### src/design/trackball_pkg.sv
// Trackball shared sizes, stick and bank types, read opcode enum and reset seed table
package trackball_pkg;

    // ~~~~~~~~~~~~~~~~~~~~~~~~~~~~~~~~~~~~~~~~~~~~~~~~~~~~~~~~~~~~
    // Sizes
    // ~~~~~~~~~~~~~~~~~~~~~~~~~~~~~~~~~~~~~~~~~~~~~~~~~~~~~~~~~~~~
    localparam int NUM_AXES   = 8;                 // Four sticks with X and Y each
    localparam int AXIS_W     = 12;                // Position counter width
    localparam int STICK_W    = 8;                 // Signed analog reading width
    localparam int STEP_SHIFT = 3;                 // Reading divided by eight per update
    localparam int IDX_W      = $clog2(NUM_AXES);  // Axis index width

    // ~~~~~~~~~~~~~~~~~~~~~~~~~~~~~~~~~~~~~~~~~~~~~~~~~~~~~~~~~~~~
    // Types
    // ~~~~~~~~~~~~~~~~~~~~~~~~~~~~~~~~~~~~~~~~~~~~~~~~~~~~~~~~~~~~
    typedef logic [AXIS_W-1:0] axis_t;             // Position or step, modulo 4096
    typedef logic [IDX_W-1:0]  axis_idx_t;         // Even is X, odd is Y

    typedef struct packed {
        logic signed [STICK_W-1:0] y;              // Vertical reading
        logic signed [STICK_W-1:0] x;              // Horizontal reading
    } stick_t;

    typedef struct packed {
        stick_t stick1;                            // Player 1 primary
        stick_t stick1_alt;                        // Player 1 alternate source
        stick_t stick2;                            // Player 2 primary
        stick_t stick2_alt;                        // Player 2 alternate source
        stick_t stick3;
        stick_t stick4;
    } analog_in_t;

    typedef axis_t [NUM_AXES-1:0] step_bank_t;     // One signed step per axis
    typedef axis_t [NUM_AXES-1:0] axis_bank_t;     // One position per axis

    // CPU read opcodes
    typedef enum logic [1:0] {
        RD_NONE,                                   // No access this cycle
        RD_LO,                                     // Low byte and nibble capture
        RD_HI                                      // Captured high nibble
    } rd_op_e;

    // ~~~~~~~~~~~~~~~~~~~~~~~~~~~~~~~~~~~~~~~~~~~~~~~~~~~~~~~~~~~~
    // Reset positions
    // ~~~~~~~~~~~~~~~~~~~~~~~~~~~~~~~~~~~~~~~~~~~~~~~~~~~~~~~~~~~~
    // Nibble i+1 over 0A+i, low nibble wraps past F to 1
    localparam axis_bank_t AXIS_SEED = {
        12'h802,                                   // Axis 7
        12'h701,                                   // Axis 6
        12'h60f,
        12'h50e,
        12'h40d,
        12'h30c,
        12'h20b,
        12'h10a                                    // Axis 0
    };

endpackage

### src/design/trackball_line_ctrl.sv
// Trackball control with blank edge detect, line divider and CPU read decode
`timescale 1ns/100ps

module trackball_line_ctrl #(
    parameter int LINE_DIV = 64                    // Lines per position update
) (
    input  logic                       clk,
    input  logic                       rst,
    input  logic                       lhbl,       // Horizontal blank, active low
    input  logic                       cpu_rd,     // Read strobe
    input  logic [3:0]                 cpu_addr,   // Axis in 3:1, byte in 0
    output logic                       update,     // One-cycle step strobe
    output trackball_pkg::rd_op_e      rd_op,
    output trackball_pkg::axis_idx_t   rd_axis
);

    localparam int             CNT_W    = (LINE_DIV > 1) ? $clog2(LINE_DIV) : 1;
    localparam logic [CNT_W-1:0] CNT_LAST = CNT_W'(LINE_DIV - 1);

    logic             lhbl_l;                      // Previous lhbl sample
    logic             lhbl_fall;
    logic [CNT_W-1:0] line_cnt;                    // Lines since last update

    // ~~~~~~~~~~~~~~~~~~~~~~~~~~~~~~~~~~~~~~~~~~~~~~~~~~~~~~~~~~~~
    // Blank edge and line divider
    // ~~~~~~~~~~~~~~~~~~~~~~~~~~~~~~~~~~~~~~~~~~~~~~~~~~~~~~~~~~~~
    assign lhbl_fall = lhbl_l & ~lhbl;             // High last edge, low now
    assign update    = lhbl_fall && (line_cnt == '0);  // Counted edge

    always_ff @(posedge clk or posedge rst) begin
        if (rst) begin
            lhbl_l   <= 1'b0;                      // Low blank after reset is no edge
            line_cnt <= '0;                        // First edge updates
        end else begin
            lhbl_l <= lhbl;
            if (lhbl_fall) begin
                if (line_cnt == CNT_LAST) begin
                    line_cnt <= '0;                // Wrap modulo LINE_DIV
                end else begin
                    line_cnt <= line_cnt + 1'b1;
                end
            end
        end
    end

    // ~~~~~~~~~~~~~~~~~~~~~~~~~~~~~~~~~~~~~~~~~~~~~~~~~~~~~~~~~~~~
    // CPU read decode
    // ~~~~~~~~~~~~~~~~~~~~~~~~~~~~~~~~~~~~~~~~~~~~~~~~~~~~~~~~~~~~
    always_comb begin
        rd_axis = cpu_addr[3:1];                   // Axis select
        if (!cpu_rd) begin
            rd_op = trackball_pkg::RD_NONE;
        end else if (cpu_addr[0]) begin
            rd_op = trackball_pkg::RD_HI;          // Odd address is high byte
        end else begin
            rd_op = trackball_pkg::RD_LO;
        end
    end

endmodule

### src/design/trackball_stick_sel.sv
// Trackball stick source select and scaling of readings into 12-bit steps
`timescale 1ns/100ps

module trackball_stick_sel (
    input  logic                       right_en,   // Use alternate sticks 1 and 2
    input  trackball_pkg::analog_in_t  sticks,
    output trackball_pkg::step_bank_t  steps
);

    localparam int NUM_STICKS = trackball_pkg::NUM_AXES / 2;

    trackball_pkg::stick_t sel [NUM_STICKS];       // Chosen source per stick

    // Signed reading to 12-bit step, arithmetic shift keeps the sign
    function automatic trackball_pkg::axis_t scale(
        input logic signed [trackball_pkg::STICK_W-1:0] v
    );
        logic signed [trackball_pkg::AXIS_W-1:0] ext;
        ext   = v;                                 // Sign extend first
        scale = ext >>> trackball_pkg::STEP_SHIFT;
    endfunction

    // ~~~~~~~~~~~~~~~~~~~~~~~~~~~~~~~~~~~~~~~~~~~~~~~~~~~~~~~~~~~~
    // Source select
    // ~~~~~~~~~~~~~~~~~~~~~~~~~~~~~~~~~~~~~~~~~~~~~~~~~~~~~~~~~~~~
    always_comb begin
        sel[0] = right_en ? sticks.stick1_alt : sticks.stick1;
        sel[1] = right_en ? sticks.stick2_alt : sticks.stick2;
        sel[2] = sticks.stick3;                    // No alternate for 3 and 4
        sel[3] = sticks.stick4;
    end

    // ~~~~~~~~~~~~~~~~~~~~~~~~~~~~~~~~~~~~~~~~~~~~~~~~~~~~~~~~~~~~
    // Axis mapping
    // ~~~~~~~~~~~~~~~~~~~~~~~~~~~~~~~~~~~~~~~~~~~~~~~~~~~~~~~~~~~~
    always_comb begin
        for (int i = 0; i < NUM_STICKS; i++) begin
            steps[2*i]   = scale(sel[i].x);        // X on even axis
            steps[2*i+1] = scale(sel[i].y);        // Y on odd axis
        end
    end

endmodule

### src/design/trackball_accum.sv
// Trackball position counters with reset seeds, stepped on the update strobe
`timescale 1ns/100ps

module trackball_accum (
    input  logic                       clk,
    input  logic                       rst,
    input  logic                       update,     // Step all axes this cycle
    input  trackball_pkg::step_bank_t  steps,      // Signed steps per axis
    output trackball_pkg::axis_bank_t  positions
);

    trackball_pkg::axis_bank_t pos_q;              // Counter bank
    trackball_pkg::axis_bank_t pos_d;              // Next positions

    // ~~~~~~~~~~~~~~~~~~~~~~~~~~~~~~~~~~~~~~~~~~~~~~~~~~~~~~~~~~~~
    // Next position
    // ~~~~~~~~~~~~~~~~~~~~~~~~~~~~~~~~~~~~~~~~~~~~~~~~~~~~~~~~~~~~
    always_comb begin
        for (int i = 0; i < trackball_pkg::NUM_AXES; i++) begin
            if (i % 2 == 0) begin
                pos_d[i] = pos_q[i] - steps[i];    // X moves against the stick
            end else begin
                pos_d[i] = pos_q[i] + steps[i];    // Y follows the stick
            end
        end
    end

    // ~~~~~~~~~~~~~~~~~~~~~~~~~~~~~~~~~~~~~~~~~~~~~~~~~~~~~~~~~~~~
    // Counter registers
    // ~~~~~~~~~~~~~~~~~~~~~~~~~~~~~~~~~~~~~~~~~~~~~~~~~~~~~~~~~~~~
    always_ff @(posedge clk or posedge rst) begin
        if (rst) begin
            pos_q <= trackball_pkg::AXIS_SEED;     // Known start positions
        end else if (update) begin
            pos_q <= pos_d;                        // Wraps modulo 4096
        end
    end

    assign positions = pos_q;

endmodule

### src/design/trackball_read_port.sv
// Trackball CPU byte read mux with high nibble latch and registered data out
`timescale 1ns/100ps

module trackball_read_port (
    input  logic                       clk,
    input  logic                       rst,
    input  trackball_pkg::rd_op_e      rd_op,      // Decoded read
    input  trackball_pkg::axis_idx_t   rd_axis,    // Selected counter
    input  trackball_pkg::axis_bank_t  positions,
    output logic [7:0]                 cpu_dout    // Held until next read
);

    localparam int HI_W = trackball_pkg::AXIS_W - 8;  // Upper nibble width

    trackball_pkg::axis_t sel_pos;                 // Addressed counter
    logic [HI_W-1:0]      hi_nib;                  // Captured on low byte read

    assign sel_pos = positions[rd_axis];

    // ~~~~~~~~~~~~~~~~~~~~~~~~~~~~~~~~~~~~~~~~~~~~~~~~~~~~~~~~~~~~
    // Data register and nibble latch
    // ~~~~~~~~~~~~~~~~~~~~~~~~~~~~~~~~~~~~~~~~~~~~~~~~~~~~~~~~~~~~
    always_ff @(posedge clk or posedge rst) begin
        if (rst) begin
            cpu_dout <= 8'h00;
            hi_nib   <= '0;
        end else begin
            case (rd_op)
                trackball_pkg::RD_LO: begin
                    cpu_dout <= sel_pos[7:0];      // Value before any same-cycle update
                    hi_nib   <= sel_pos[trackball_pkg::AXIS_W-1:8];
                end
                trackball_pkg::RD_HI: begin
                    // Latched nibble keeps the byte pair coherent
                    cpu_dout <= {{(8 - HI_W){1'b0}}, hi_nib};
                end
                default: begin
                    cpu_dout <= cpu_dout;          // Hold last value
                end
            endcase
        end
    end

endmodule

### src/design/trackball_io.sv
// Trackball emulation top level joining control, stick select, counters and CPU read port
`timescale 1ns/100ps

module trackball_io #(
    parameter int LINE_DIV = 64                    // Lines between updates
) (
    input  logic                       clk,
    input  logic                       rst,
    input  logic                       lhbl,       // Horizontal blank, active low
    input  logic                       right_en,   // Alternate stick select
    input  trackball_pkg::analog_in_t  sticks,
    input  logic                       cpu_rd,
    input  logic [3:0]                 cpu_addr,   // Axis in 3:1, byte in 0
    output logic [7:0]                 cpu_dout
);

    logic                       update;            // Counted blank edge
    trackball_pkg::rd_op_e      rd_op;
    trackball_pkg::axis_idx_t   rd_axis;
    trackball_pkg::step_bank_t  steps;             // Scaled readings
    trackball_pkg::axis_bank_t  positions;         // Counter bank

    // ~~~~~~~~~~~~~~~~~~~~~~~~~~~~~~~~~~~~~~~~~~~~~~~~~~~~~~~~~~~~
    // Control
    // ~~~~~~~~~~~~~~~~~~~~~~~~~~~~~~~~~~~~~~~~~~~~~~~~~~~~~~~~~~~~
    trackball_line_ctrl #(
        .LINE_DIV (LINE_DIV)
    ) u_line_ctrl (
        .clk      (clk),
        .rst      (rst),
        .lhbl     (lhbl),
        .cpu_rd   (cpu_rd),
        .cpu_addr (cpu_addr),
        .update   (update),
        .rd_op    (rd_op),
        .rd_axis  (rd_axis)
    );

    // ~~~~~~~~~~~~~~~~~~~~~~~~~~~~~~~~~~~~~~~~~~~~~~~~~~~~~~~~~~~~
    // Datapath
    // ~~~~~~~~~~~~~~~~~~~~~~~~~~~~~~~~~~~~~~~~~~~~~~~~~~~~~~~~~~~~
    trackball_stick_sel u_stick_sel (
        .right_en (right_en),
        .sticks   (sticks),
        .steps    (steps)
    );

    trackball_accum u_accum (
        .clk       (clk),
        .rst       (rst),
        .update    (update),
        .steps     (steps),
        .positions (positions)
    );

    trackball_read_port u_read_port (
        .clk       (clk),
        .rst       (rst),
        .rd_op     (rd_op),
        .rd_axis   (rd_axis),
        .positions (positions),
        .cpu_dout  (cpu_dout)
    );

endmodule

### config.mk
export PLATFORM = sky130hd
export DESIGN_NAME = trackball_io
export DESIGN_NICKNAME = d
export VERILOG_FILES = /design/src/design/trackball_pkg.sv /design/src/design/trackball_line_ctrl.sv /design/src/design/trackball_stick_sel.sv /design/src/design/trackball_accum.sv /design/src/design/trackball_read_port.sv /design/src/design/trackball_io.sv
export SDC_FILE = /design/constraint.sdc
export NUM_CORES = 1
export LEC_CHECK = 0
export BUFFER_PORTS_ARGS = -buffer_cell sky130_fd_sc_hd__buf_2
export CORE_ASPECT_RATIO = 0.5
export CORE_MARGIN = 2
export CORE_UTILIZATION = 49
export CTS_CLUSTER_SIZE = 10
export DETAILED_ROUTE_END_ITERATION = 12
export PLACE_DENSITY = 0.73
export SLEW_MARGIN = 20
export SYNTH_ARGS = -nofsm -noshare
export SYNTH_HDL_FRONTEND = slang
export SYNTH_SLANG_ARGS = --single-unit
### constraint.sdc
create_clock -name clk -period 11.1 [get_ports clk]
set_clock_uncertainty 0.15 [all_clocks]
set_input_delay 1.665 -clock clk [delete_from_list [all_inputs] [get_ports clk]]
set_output_delay 1.665 -clock clk [all_outputs]
set_load 0.02 [all_outputs]
### After elaboration in Yosys (flattened, before gate mapping)

Cells that the tools add are included.
Widths: inputs -> output; s select.

* output and inout bits: 8
* bits in read-only memories: 0
* memory bits (writable): 0
* input port bits: 105
* memories: 0
* word-level logic and storage cells: 38
* register bits: 115
* latch bits: 0

* bitwise logic cells: 2
* $lt $le $gt $ge: 1
* shifts and indexed selects: 0
* div/mod/pow operators: 0
* muxes and demuxes: 8
* $add $sub $neg: 9
* equal/unequal tests: 3
* multiply operators: 0
* reduce and logical (&&, ||, !) cells: 3

Operators by type and width (number)
* $add 12x12->12: 4
* $sub 12x12->12: 4
* $bmux 12 s3: 1
* $mux 16: 2
* $pmux 8 s2: 1
* $mux 12: 1
* $add 6x1->6 const B: 1
* $eq 6x6->1 const B: 1
* $logic_not 6->1: 1
* $mux 6: 1
* $lt 3x4->1 const B: 1
* $mux 2: 2
* $eq 2x1->1 const B: 1
* $eq 2x2->1 const B: 1
* $reduce_bool 2->1: 1
* $and 1x1->1: 1
* $logic_and 1x1->1: 1
* $not 1->1: 1

### Longest topological paths before layout

Gate-level depths: netlist (run 1).

* depth after elaboration: 4
* mapped depth: 11
* gate-level depth less buffers: 9

### Hierarchy

From an unflattened synthesis (run 1), not the netlist that was laid out.

* cell total of the unflattened synthesis: 1176
* area, all modules: 10664.0 um^2

Modules (own cells, without submodules)
* trackball_accum: times used 1, sequential area each 2442.3 um^2, area an instance 7998.9 um^2, cells each 891
* trackball_read_port: times used 1, sequential area each 300.3 um^2, area an instance 1361.3 um^2, cells each 146
* trackball_stick_sel: times used 1, sequential area each 0.0 um^2, area an instance 893.4 um^2, cells each 98
* trackball_line_ctrl: times used 1, sequential area each 175.2 um^2, area an instance 410.4 um^2, cells each 41

### Least setup slack after synthesis (run 1)

OpenSTA, ideal clock, no wires.

* kind: input-to-reg
* start: input right_en
* end: register u_accum.pos_q (netlist bit u_accum.positions[46])
* stages: 11
* setup time: 87 ps
* arrival: 4157 ps
* buffers on the path: 2
* slack: 6706 ps
* data required time: 10863 ps
* cells stage by stage: buf_2 buf_2 mux2_2 ha_1 fa_1 a211oi_2 nor2_1 o31a_1 a221oi_2 xor2_1 o21ai_1

* cells in the longest elaborated chain, start to end: 2

RTL lines
* start, declared: RTL line trackball_io.sv:10 `input logic right_en,`
* $mux 16: RTL line trackball_stick_sel.sv:28 `sel[1] = right_en ? sticks.stick2_alt : sticks.stick2;`
* $add 12x12->12: RTL line trackball_accum.sv:23 `pos_d[i] = pos_q[i] + steps[i];`
* end signal, assigned: RTL line trackball_accum.sv:33 `pos_q <= trackball_pkg::AXIS_SEED;`
* end signal, assigned: RTL line trackball_accum.sv:35 `pos_q <= pos_d;`
* end, declared: RTL line trackball_accum.sv:12 `trackball_pkg::axis_bank_t pos_q;`

Every way passes these cells.
A chain may end at the register's enable or synchronous reset.

### Worst setup path in the final report (run 1)

* start: input right_en
* end: register u_accum.pos_q (netlist bit u_accum.positions[35])

* cells in the longest elaborated chain, start to end: 2

RTL lines
* $mux 16: RTL line trackball_stick_sel.sv:28
* $sub 12x12->12: RTL line trackball_accum.sv:21 `pos_d[i] = pos_q[i] - steps[i];`

Every way passes these cells.

==> results of run 1 <==
==> registers in the layout (all words and copies together), names as in the netlist <==
signal	flops
u_accum.positions	96
u_line_ctrl.lhbl_l	1
u_line_ctrl.line_cnt	6
u_read_port.cpu_dout	8
u_read_port.hi_nib	4
==> worst paths after layout <==
path | startpoint | cells past startpoint | to | slack, ns
setup / recovery | right_en | 9 | u_accum.positions[35] | 6.69
hold / removal | u_accum.positions[71] | 1 | u_accum.positions[71] | 0.31
setup reg to reg | u_line_ctrl.line_cnt[0] | 7 | u_accum.positions[35] | 8.18
hold reg to reg | u_accum.positions[71] | 1 | u_accum.positions[71] | 0.31
max in group asynchronous | rst | 3 | u_accum.positions[19] | 8.30
min in group asynchronous | rst | 2 | u_line_ctrl.line_cnt[0] | 1.17
==> worst reg2reg max path: stages, from the launching register on <==
cell	delay, ns
dfrtp_1	0.38
inv_1	0.08
ha_1	0.21
nand4b_1	0.09
buf_4	0.57
buf_4	0.80
a21oi_1	0.28
xor2_1	0.21
==> metal layers <==
layer  share of wire  vias up  GRT usage  wire (um)
li1                -     3589          -          -
met1            0.46     3586     0.2988      10070
met2            0.47      194     0.3981      10230
met3           0.044       38    0.04239        958
met4           0.021        0    0.07281        464
met5               0        -          0          0
==> power by group through the flow <==
stage / Combinational [mW] / Sequential, mW / Clock (mW)
global placement: 1.27 / 0.830 / 0
floorplan: 1.07 / 0.774 / 0
global route: 1.53 / 0.859 / 0.609
finish: 1.36 / 0.837 / 0.582
detailed placement: 1.33 / 0.839 / 0
CTS: 1.35 / 0.834 / 0.588
==> layout make-up <==
type,instances,area [um^2]
Fill cell,1496,7530
Multi-Input combinational cell,765,5771
Sequential cell,115,2918
Clock buffer,20,466.7
Timing Repair Buffer,79,402.9
Tap cell,234,292.8
Clock inverter,12,155.1
Inverter,31,118.9
==> synthesized netlist by cell type, drive strengths merged, types with 16 or more instances <==
cell    count  area [um^2]
a21o       32        240.2
xor2       42        367.9
a211oi     26        205.2
o21ai     109        545.5
ha         90         1126
dfrtp      83         2077
a21oi      60        300.3
mux4       24        581.8
xnor2      21        183.9
nand2     147        551.8
buf        22        128.9
dfstp      32        840.8
mux2       16        180.2
mux2i      25        250.2
nor2       28        105.1
inv        31        116.4
==> metrics by stage <==
step	cells	area, um^2
2_1_floorplan	945	8980
3_3_place_gp	1224	9503
3_5_place_dp	1224	9503
4_1_cts	1256	10120
5_1_grt	1256	10120
6_report	1256	10120
==> cells by family after synthesis <==
family | share of synthesized area
buffers and inverters | 0.03246
XOR/XNOR | 0.06145
adder cells (fa/ha/maj) | 0.1432
multiplexers | 0.1127
flip-flops | 0.3249
AND/OR/NAND/NOR | 0.1239
AO/OA/AOI/OAI | 0.2013
==> metrics.md, run 1 <==
| Metric | Value |
|---|---|
| CORE AREA | 17650 um^2 |
| Clock Tree Root | clkbuf_16 |
| Critical path required time | 11.28 ns |
| Worst slew margin | 0.3423 |
| Ys Warns | 0 |
| CP most frequent cell | a21oi_1 |
| Drc violations | 0 |
| RSZ-0062 raised after global routing | false |
| Total gr overflow | 0 |
| Die area | 19490 um^2 |
| Routed via count | 7407 |
| Diodes inserted | 0 |
| Number of port buffers | 76 |
| Post-synth ARST share | 1.000 |
| DRT Pass-1 Iters | 5 |
| Layout cells sized above 1 | 0.1781 |
| Wire per inst | 17.29 um |
| Cell Pwr Density | 274.5 nW/um^2 |
| Die X | 195.5 um |
| Initial antenna violation count | 0 |
| CP peak stage delay | 0.73 ns |
| Yosys cell types | 49 |
| Post-Route WL | 21.72 mm |
| Netlist Area Pre-Place | 8980 um^2 |
| Clock insertion delay at the later pin of the skew report | 0.42 ns |
| Sw frac | 0.4112 |
| Peak VDD IR | 0.0001204 V |
| Area Growth Syn to Fin | 12.75% |
| # rows | 34 |
| Buffer and inverter count on the worst path | 1 |
| Clk slew on worst S/H paths | 0.06 ns |
| Critical path's top delay family | compound AO/OA/AOI/OAI gates |
| Largest net degree at the start of global routing | 97 |
| Nets | 1212 |
| CTS Hold Buffers Added | 0 |
| Vias in the first global route | 7218 |
| Gr usage total | 0.2312 |
| CP startpoint kind | input pin |
| Net Sw Power | 1.143 mW |
| Clock power share | 0.210 |
| Worst setup path class | input pin to flip-flop |
| CTS tree | built |
| Core Util, Final | 0.5735 |
| Number of synthesized flops with an enable pin | 0 |
| Setup TNS | 0 ns |
| Max Cap Viol | 0 |
| Sequential Power Share | 0.301 |
| I/O pin total | 113 |
| First-pass GRT wire length | 35.78 mm |
| Setup violations, final | 0 |
| Commonest non-fill, non-tap cell in the layout | nand2_1 |
| Worst EP arrival | 4.58 ns |
| Die span in y | 99.73 um |
| Clock tree buffer depth | 2 |
| Sequential fraction of the synthesis area | 0.3249 |
| LEAKAGE | 4.861 nW |
| Critical-path top delay cell | mux2i_1 |
| Total Power | 2.779 mW |
| DR vias/cell | 5.897 |
| DRT antenna net count | 0 |
| Mapped Nets | 1148 |
| Synth Area per Inst | 9.502 um^2 |
| Initial DRC Count | 632 |
| TritonCTS Sinks | 115 |
| Final hold slack | 0.3109 ns |
| Worst min path class | flip-flop to flip-flop |
| Final hold viol count | 0 |
| Setup ws final | 6.694 ns |
| Synthesized flop and latch total | 115 |
| Period utilization | 0.3969 |
| Post-synth top flop | dfrtp_1 |
| Critical-path maximum fanout | 20 |
| Pins Over Slew Limit | 0 |
| Post-CTS setup buffers | 0 |
| FMAX | 227.0 MHz |
| RePlAce Congestion | 0.8763 |
| Synthesized instance count | 945 |
| Post-cts gate resize count | 0 |
| Status | complete, no violations |
| Post-route minimum period | 4.406 ns |
| Cell Chain, Critical Path | buf_2 -> mux2i_1 -> ha_1 -> a21oi_1 -> nor2_1 -> a211oi_1 -> nand3_1 -> a21oi_1 -> xor2_1 |
| CTS Buf Count | 17 |
| H-tree depth | 4 |
| Detailed Place HPWL | 15.46 mm |
| DP Worst Slack | 6.308 ns |
| Most frequent cells in the layout | nand2_1, o21ai_0, ha_1 |
| Worst Max-Slew Pin Slew | 0.9858 ns |
| Initial core utilization | 0.5086 |
| Power share of the combinational group | 0.489 |
| Internal Power | 1.636 mW |
| Element type at the critical path end | flip-flop |
No activity file was read; power rests on OpenSTA's default activity.
==> run 2, diff against run 1 <==
--- a/config.mk
+++ b/config.mk
@@ -11,7 +11,7 @@
 export CORE_UTILIZATION = 49
 export CTS_CLUSTER_SIZE = 10
 export DETAILED_ROUTE_END_ITERATION = 12
-export PLACE_DENSITY = 0.73
+export PLACE_DENSITY = 0.76
 export SLEW_MARGIN = 20
 export SYNTH_ARGS = -nofsm -noshare
 export SYNTH_HDL_FRONTEND = slang
==> constraint.sdc (replaced) <==
create_clock -name clk -period 3.6 [get_ports clk]
set_clock_uncertainty 0.15 [all_clocks]
set_input_delay 0.54 -clock clk [delete_from_list [all_inputs] [get_ports clk]]
set_output_delay 0.54 -clock clk [all_outputs]
set_load 0.02 [all_outputs]
==> metrics.md, run 2 (synthesis gave the netlist of run 1 again) <==
| Metric | Value |
|---|---|
| CTS Buf Count | 17 (unchanged) |
| Critical-path maximum fanout | 10 (was 20) |
| Clock power share | 0.211 (was 0.210) |
| Clock tree buffer depth | 2 (unchanged) |
| CP Depth | 10 (was 9) |
| Vias in the first global route | 7335 (was 7218) |
| Commonest non-fill, non-tap cell in the layout | nand2_1 (unchanged) |
| Wire per inst | 17.29 um (about the same) |
| CP startpoint kind | input pin (unchanged) |
| Gr usage total | 0.2319 (was 0.2312) |
| Power share of the combinational group | 0.492 (was 0.489) |
| Drc violations | 0 (unchanged) |
| # rows | 34 (unchanged) |
| H-tree depth | 4 (unchanged) |
| Final instance area | 10200 um^2 (was 10120 um^2) |
| LEAKAGE | 4.912 nW (was 4.861 nW) |
| Non-filler cells, final | 1262 (was 1256) |
| Nets | 1218 (was 1212) |
| Worst Hold Depth | 1 (unchanged) |
| DRT Pass-1 Iters | 5 (unchanged) |
| Placed cell count | 1230 (was 1224) |
| DRT antenna net count | 0 (unchanged) |
| Initial core utilization | 0.5086 (unchanged) |
| Sequential Power Share | 0.297 (was 0.301) |
| Diodes inserted | 0 (unchanged) |
| Setup ws final | 0.6871 ns (was 6.694 ns) |
| Area Growth Syn to Fin | 13.63% (was 12.75%) |
| First-pass GRT wire length | 35.82 mm (was 35.78 mm) |
| Period utilization | 0.8091 |
| Total gr overflow | 0 (unchanged) |
| Buffer and inverter count on the worst path | 1 (unchanged) |
| Net Sw Power | 3.516 mW (was 1.143 mW) |
| RePlAce Congestion | 0.8721 (was 0.8763) |
| Max Cap Viol | 0 (unchanged) |
| CTS tree | built (unchanged) |
| Cell Pwr Density | 846.9 nW/um^2 (was 274.5 nW/um^2) |
| Status | complete, no violations (unchanged) |
| Die area | 19490 um^2 (unchanged) |
| Sw frac | 0.4069 (was 0.4112) |
| Critical path required time | 3.78 ns (was 11.28 ns) |
| DR vias/cell | 5.912 (was 5.897) |
| Detailed Place HPWL | 15.61 mm (was 15.46 mm) |
| Routed via count | 7461 (was 7407) |
| Placed Area | 9574 um^2 (was 9503 um^2) |
| Element type at the critical path end | flip-flop (unchanged) |
| Post-cts gate resize count | 0 (unchanged) |
| Clock insertion delay at the later pin of the skew report | 0.42 ns (about the same) |
| FMAX | 343.3 MHz |
| Peak VDD IR | 0.0003290 V (was 0.0001204 V) |
| Final hold slack | 0.09077 ns (was 0.3109 ns) |
| Final hold viol count | 0 (unchanged) |
| Number of port buffers | 76 (unchanged) |
| CTS Hold Buffers Added | 0 (unchanged) |
| Post-CTS setup buffers | 0 (unchanged) |
| CORE AREA | 17650 um^2 (unchanged) |
| Die span in y | 99.73 um (unchanged) |
| R2R cell count | 8 (was 7) |
| Worst EP arrival | 3.09 ns (was 4.58 ns) |
| Setup violations, final | 0 (unchanged) |
| Die X | 195.5 um (unchanged) |
| Post-Route WL | 21.83 mm (was 21.72 mm) |
| Worst min path class | input pin to flip-flop (was flip-flop to flip-flop) |
| DP Worst Slack | 0.2826 ns (was 6.308 ns) |
| Worst setup path class | input pin to flip-flop (unchanged) |
| Internal Power | 5.125 mW (was 1.636 mW) |
| Critical-path top delay cell | fa_1 (was mux2i_1) |
| RSZ-0062 raised after global routing | false (unchanged) |
| Worst slew margin | 0.5573 (was 0.3423) |
| Clock Tree Root | clkbuf_16 (unchanged) |
| Worst Max-Slew Pin Slew | 0.6640 ns (was 0.9858 ns) |
| Most frequent cells in the layout | nand2_1, o21ai_0, ha_1 (unchanged) |
| CP peak stage delay | 0.48 ns (was 0.73 ns) |
| I/O pin total | 113 (unchanged) |
| Max reg flops | 96 (unchanged) |
| Cell Chain, Critical Path | buf_2 -> mux2_2 -> ha_1 -> fa_1 -> a211oi_2 -> nor2_1 -> o31a_1 -> a221oi_2 -> xor2_1 -> o21ai_1 (was buf_2 -> mux2i_1 -> ha_1 -> a21oi_1 -> nor2_1 -> a211oi_1 -> nand3_1 -> a21oi_1 -> xor2_1) |
| TritonCTS Sinks | 115 (unchanged) |
| Layout cells sized above 1 | 0.1809 (was 0.1781) |
| Post-route minimum period | 2.913 ns |
| Initial DRC Count | 511 (was 632) |
| Pins Over Slew Limit | 0 (unchanged) |
| Setup TNS | 0 ns (unchanged) |
| Initial antenna violation count | 0 (unchanged) |
| Clk slew on worst S/H paths | 0.06 ns (about the same) |
| Largest net degree at the start of global routing | 126 (was 97) |
| Critical path's top delay family | compound AO/OA/AOI/OAI gates (unchanged) |
-- run 2: final cells by class --
cell class	count	area [um^2]
clock buffers	22	474.2
multi-input cells	765	5771
well taps	234	292.8
inverters	31	120.1
fillers	1466	7451
clock inverters	10	155.1
repair buffers	85	473.0
flip-flops and latches	115	2918
-- run 2: worst register-to-register path, delay by kind of cell (launching register included) --
family | cells | cell delay, ns
compound gates | 4 | 0.94
fa+ha+maj | 2 | 0.68
flops | 1 | 0.44
xor+xnor | 1 | 0.15
simple gates | 1 | 0.11
-- run 2: stage by stage --
stage	util	power, mW
5_1_grt	0.5780	9.285
4_1_cts	0.5780	8.612
3_3_place_gp	0.5423	6.477
3_5_place_dp	0.5423	6.690
2_1_floorplan	-	5.694
6_report	0.5780	8.641
-- run 2: path summary, 6_finish.rpt --
path | start | to | slack [ns]
min reg2reg | u_accum.positions[35] | u_accum.positions[35] | 0.32
max in group asynchronous | rst | u_read_port.hi_nib[2] | 2.64
min in group asynchronous | rst | u_accum.positions[37] | 0.12
min | lhbl | u_line_ctrl.lhbl_l | 0.09
max reg2reg | u_accum.positions[84] | u_accum.positions[94] | 0.99
max | right_en | u_accum.positions[46] | 0.69
-- run 2: power groups by stage --
stage | clock [mW] | sequential [mW] | combinational [mW]
3_3_place_gp | 0 | 2.55 | 3.93
5_1_grt | 1.90 | 2.64 | 4.75
3_5_place_dp | 0 | 2.57 | 4.12
2_1_floorplan | 0 | 2.39 | 3.31
6_report | 1.82 | 2.57 | 4.25
4_1_cts | 1.84 | 2.56 | 4.21
-- run 2: per-layer routing --
metal	up-vias	wire length, um	global-route usage
met2	187	10450	0.3940
met3	47	1160	0.04510
li1	3607	-	-
met1	3620	9658	0.2941
met4	0	562	0.09513
met5	-	0	0
==> run 3, diff against run 2 <==
--- a/config.mk
+++ b/config.mk
@@ -11,7 +11,7 @@
 export CORE_UTILIZATION = 49
 export CTS_CLUSTER_SIZE = 10
 export DETAILED_ROUTE_END_ITERATION = 12
-export PLACE_DENSITY = 0.76
+export PLACE_DENSITY = 0.73
 export SLEW_MARGIN = 20
 export SYNTH_ARGS = -nofsm -noshare
 export SYNTH_HDL_FRONTEND = slang
==> constraint.sdc (replaced) <==
create_clock -name clk -period 2.8 [get_ports clk]
set_clock_uncertainty 0.15 [all_clocks]
set_input_delay 0.42 -clock clk [delete_from_list [all_inputs] [get_ports clk]]
set_output_delay 0.42 -clock clk [all_outputs]
set_load 0.02 [all_outputs]
==> metrics.md, run 3 (synthesis gave the netlist of run 1 again) <==
| Metric | Value |
|---|---|
| CTS tree | built (unchanged) |
| Pins Over Slew Limit | 0 (unchanged) |
| Peak VDD IR | 0.0005280 V (was 0.0003290 V) |
| Setup ws final | 0.1722 ns (was 0.6871 ns) |
| Worst setup path class | input pin to flip-flop (unchanged) |
| CTS Buf Count | 17 (unchanged) |
| Largest net degree at the start of global routing | 177 (was 126) |
| Most frequent cells in the layout | nand2_1, o21ai_0, ha_1 (unchanged) |
| FMAX | 380.5 MHz |
| Gr usage total | 0.2380 (was 0.2319) |
| DR vias/cell | 5.760 (was 5.912) |
| Critical-path maximum fanout | 8 (was 10) |
| Initial antenna violation count | 0 (unchanged) |
| Non-filler cells, final | 1310 (was 1262) |
| Critical R2R Launch | u_accum.positions[84] (unchanged) |
| Routed via count | 7545 (was 7461) |
| Post-CTS setup buffers | 0 (unchanged) |
| Status | complete, no violations (unchanged) |
| Die span in y | 99.73 um (unchanged) |
| CORE AREA | 17650 um^2 (unchanged) |
| Clock insertion delay at the later pin of the skew report | 0.42 ns (about the same) |
| Met3 WL | 962 um (was 1.160 mm) |
| RSZ-0062 raised after global routing | false (unchanged) |
| HP Start | sticks[3] (was lhbl) |
| Worst EP arrival | 2.82 ns (was 3.09 ns) |
| LEAKAGE | 5.107 nW (was 4.912 nW) |
| Critical R2R Capture | u_accum.positions[94] (unchanged) |
| Drc violations | 0 (unchanged) |
| Worst Max-Slew Pin Slew | 0.7126 ns (was 0.6640 ns) |
| Max reg flops | 96 (unchanged) |
| Detailed Place HPWL | 16.42 mm (was 15.61 mm) |
| Critical-path top delay cell | fa_1 (unchanged) |
| DP Worst Slack | -0.2741 ns (was 0.2826 ns) |
| Commonest non-fill, non-tap cell in the layout | nand2_1 (unchanged) |
| Clock tree buffer depth | 2 (unchanged) |
| DRT Pass-1 Iters | 5 (unchanged) |
| Multi-input combinational cell area | 5781 um^2 (was 5771 um^2) |
| Number of port buffers | 76 (unchanged) |
| Layout cells sized above 1 | 0.2203 (was 0.1809) |
| Initial core utilization | 0.5086 (unchanged) |
| # rows | 34 (unchanged) |
| Critical path required time | 2.99 ns (was 3.78 ns) |
| Hold Path Sink | u_accum.positions[72] (was u_line_ctrl.lhbl_l) |
| Element type at the critical path end | flip-flop (unchanged) |
| Nets | 1266 (was 1218) |
| Final instance area | 10510 um^2 (was 10200 um^2) |
| Worst slew margin | 0.5249 (was 0.5573) |
| Final hold viol count | 0 (unchanged) |
| R2R cell count | 8 (unchanged) |
| Period utilization | 0.9385 |
| Max Cap Viol | 0 (unchanged) |
| First-pass GRT wire length | 36.63 mm (was 35.82 mm) |
| Placed cell count | 1276 (was 1230) |
| Wire per inst | 16.87 um (was 17.29 um) |
| Die X | 195.5 um (unchanged) |
| M1 wire length | 10.03 mm (was 9.658 mm) |
| I/O pin total | 113 (unchanged) |
| H-tree depth | 4 (unchanged) |
| Clk slew on worst S/H paths | 0.06 ns (about the same) |
| DRT antenna net count | 0 (unchanged) |
| TritonCTS Sinks | 115 (unchanged) |
| Cell Pwr Density | 1066 nW/um^2 (was 846.9 nW/um^2) |
| Register area | 2918 um^2 (unchanged) |
| Die area | 19490 um^2 (unchanged) |
| Filler instances | 1456 (was 1466) |
| Placed Area | 9925 um^2 (was 9574 um^2) |
| Worst Hold Depth | 3 (was 1) |
| Total Power | 11.21 mW (was 8.641 mW) |
| Top Layer Used | met4 (unchanged) |
| Cell Chain, Critical Path | buf_2 -> buf_4 -> mux2_2 -> ha_1 -> fa_1 -> nor2b_1 -> o31ai_2 -> a21oi_1 -> a221oi_1 -> xor2_1 -> o21ai_0 (was buf_2 -> mux2_2 -> ha_1 -> fa_1 -> a211oi_2 -> nor2_1 -> o31a_1 -> a221oi_2 -> xor2_1 -> o21ai_1) |
| CP startpoint kind | input pin (unchanged) |
| Vias in the first global route | 7462 (was 7335) |
| CP peak stage delay | 0.42 ns (was 0.48 ns) |
| Setup violations, final | 0 (unchanged) |
| Worst min path class | input pin to flip-flop (unchanged) |
| Post-route minimum period | 2.628 ns |
| Reg2reg setup slack | 0.22 ns (was 0.99 ns) |
| Initial DRC Count | 458 (was 511) |
| Total gr overflow | 0 (unchanged) |
| Post-Route WL | 22.10 mm (was 21.83 mm) |
| Met2 wire len | 10.63 mm (was 10.45 mm) |
| Clock Tree Root | clkbuf_16 (unchanged) |
| Area Growth Syn to Fin | 17.08% (was 13.63%) |
| RePlAce Congestion | 0.8784 (was 0.8721) |
| Diodes inserted | 0 (unchanged) |
==> run 3: worst max path at each step <==
stage                                      from                    end  slack (ns)  depth (start not counted)
after floorplan                        right_en  u_accum.positions[46]       -0.03                         11
after global placement                 right_en  u_accum.positions[46]       -0.19                         11
after detailed placement               right_en  u_accum.positions[34]       -0.27                         11
after CTS                 u_accum.positions[84]  u_accum.positions[94]        0.18                          8
after global routing                   right_en  u_accum.positions[34]        0.02                         11
final                                  right_en  u_accum.positions[34]        0.17                         11
==> run 3: cell type report <==
| cell class | instances | area share |
|---|---|---|
| flip-flops and latches | 115 | 0.2775 |
| clock inverters | 13 | 0.01059 |
| clock buffers | 19 | 0.04308 |
| multi-input cells | 765 | 0.5498 |
| inverters | 31 | 0.01142 |
| well taps | 234 | 0.02785 |
| repair buffers | 133 | 0.07973 |
==> run 3: power breakdown <==
| part | internal, mW | leakage (nW) | switching, mW |
|---|---|---|---|
| sequential | 2.57 | 1.39 | 0.760 |
| combinational | 2.77 | 3.45 | 3.02 |
| clock | 1.26 | 0.270 | 0.835 |
| total | 6.60 | 5.11 | 4.61 |
==> run 3: critical path: cells and delay by family <==
kind	cells	cell delay [ns]
AO/OA/AOI/OAI	4	0.72
AND/OR/NAND/NOR	1	0.20
adder cells (fa/ha/maj)	2	0.63
XOR/XNOR	1	0.17
multiplexers	1	0.35
buffers and inverters	2	0.33
==> run 3: through the flow <==
step / utilization / hold WS (ns) / setup TNS, ns
6_report: 0.5955 / 0.1376 / 0
5_1_grt: 0.5955 / 0.1584 / 0
2_1_floorplan: - / 0.2835 / -0.02609
3_3_place_gp: 0.5622 / 0.3015 / -1.279
4_1_cts: 0.5953 / 0.1237 / 0
3_5_place_dp: 0.5622 / 0.2999 / -1.851
==> run 3: what timing repair did <==
| item | in CTS | in global routing |
|---|---|---|
| resized for setup | 0 | 1 |
| endpoints found under the hold margin | 18 | 0 |
| hold buffers | 2 | 0 |
| endpoints found under the setup margin | 0 | 1 |
==> run 3: layer usage <==
layer  vias to the layer above  global-route usage
met5                         -                   0
met4                         0             0.08338
met3                        35             0.04408
met2                       147              0.4058
met1                      3654              0.3075
li1                       3709                   -
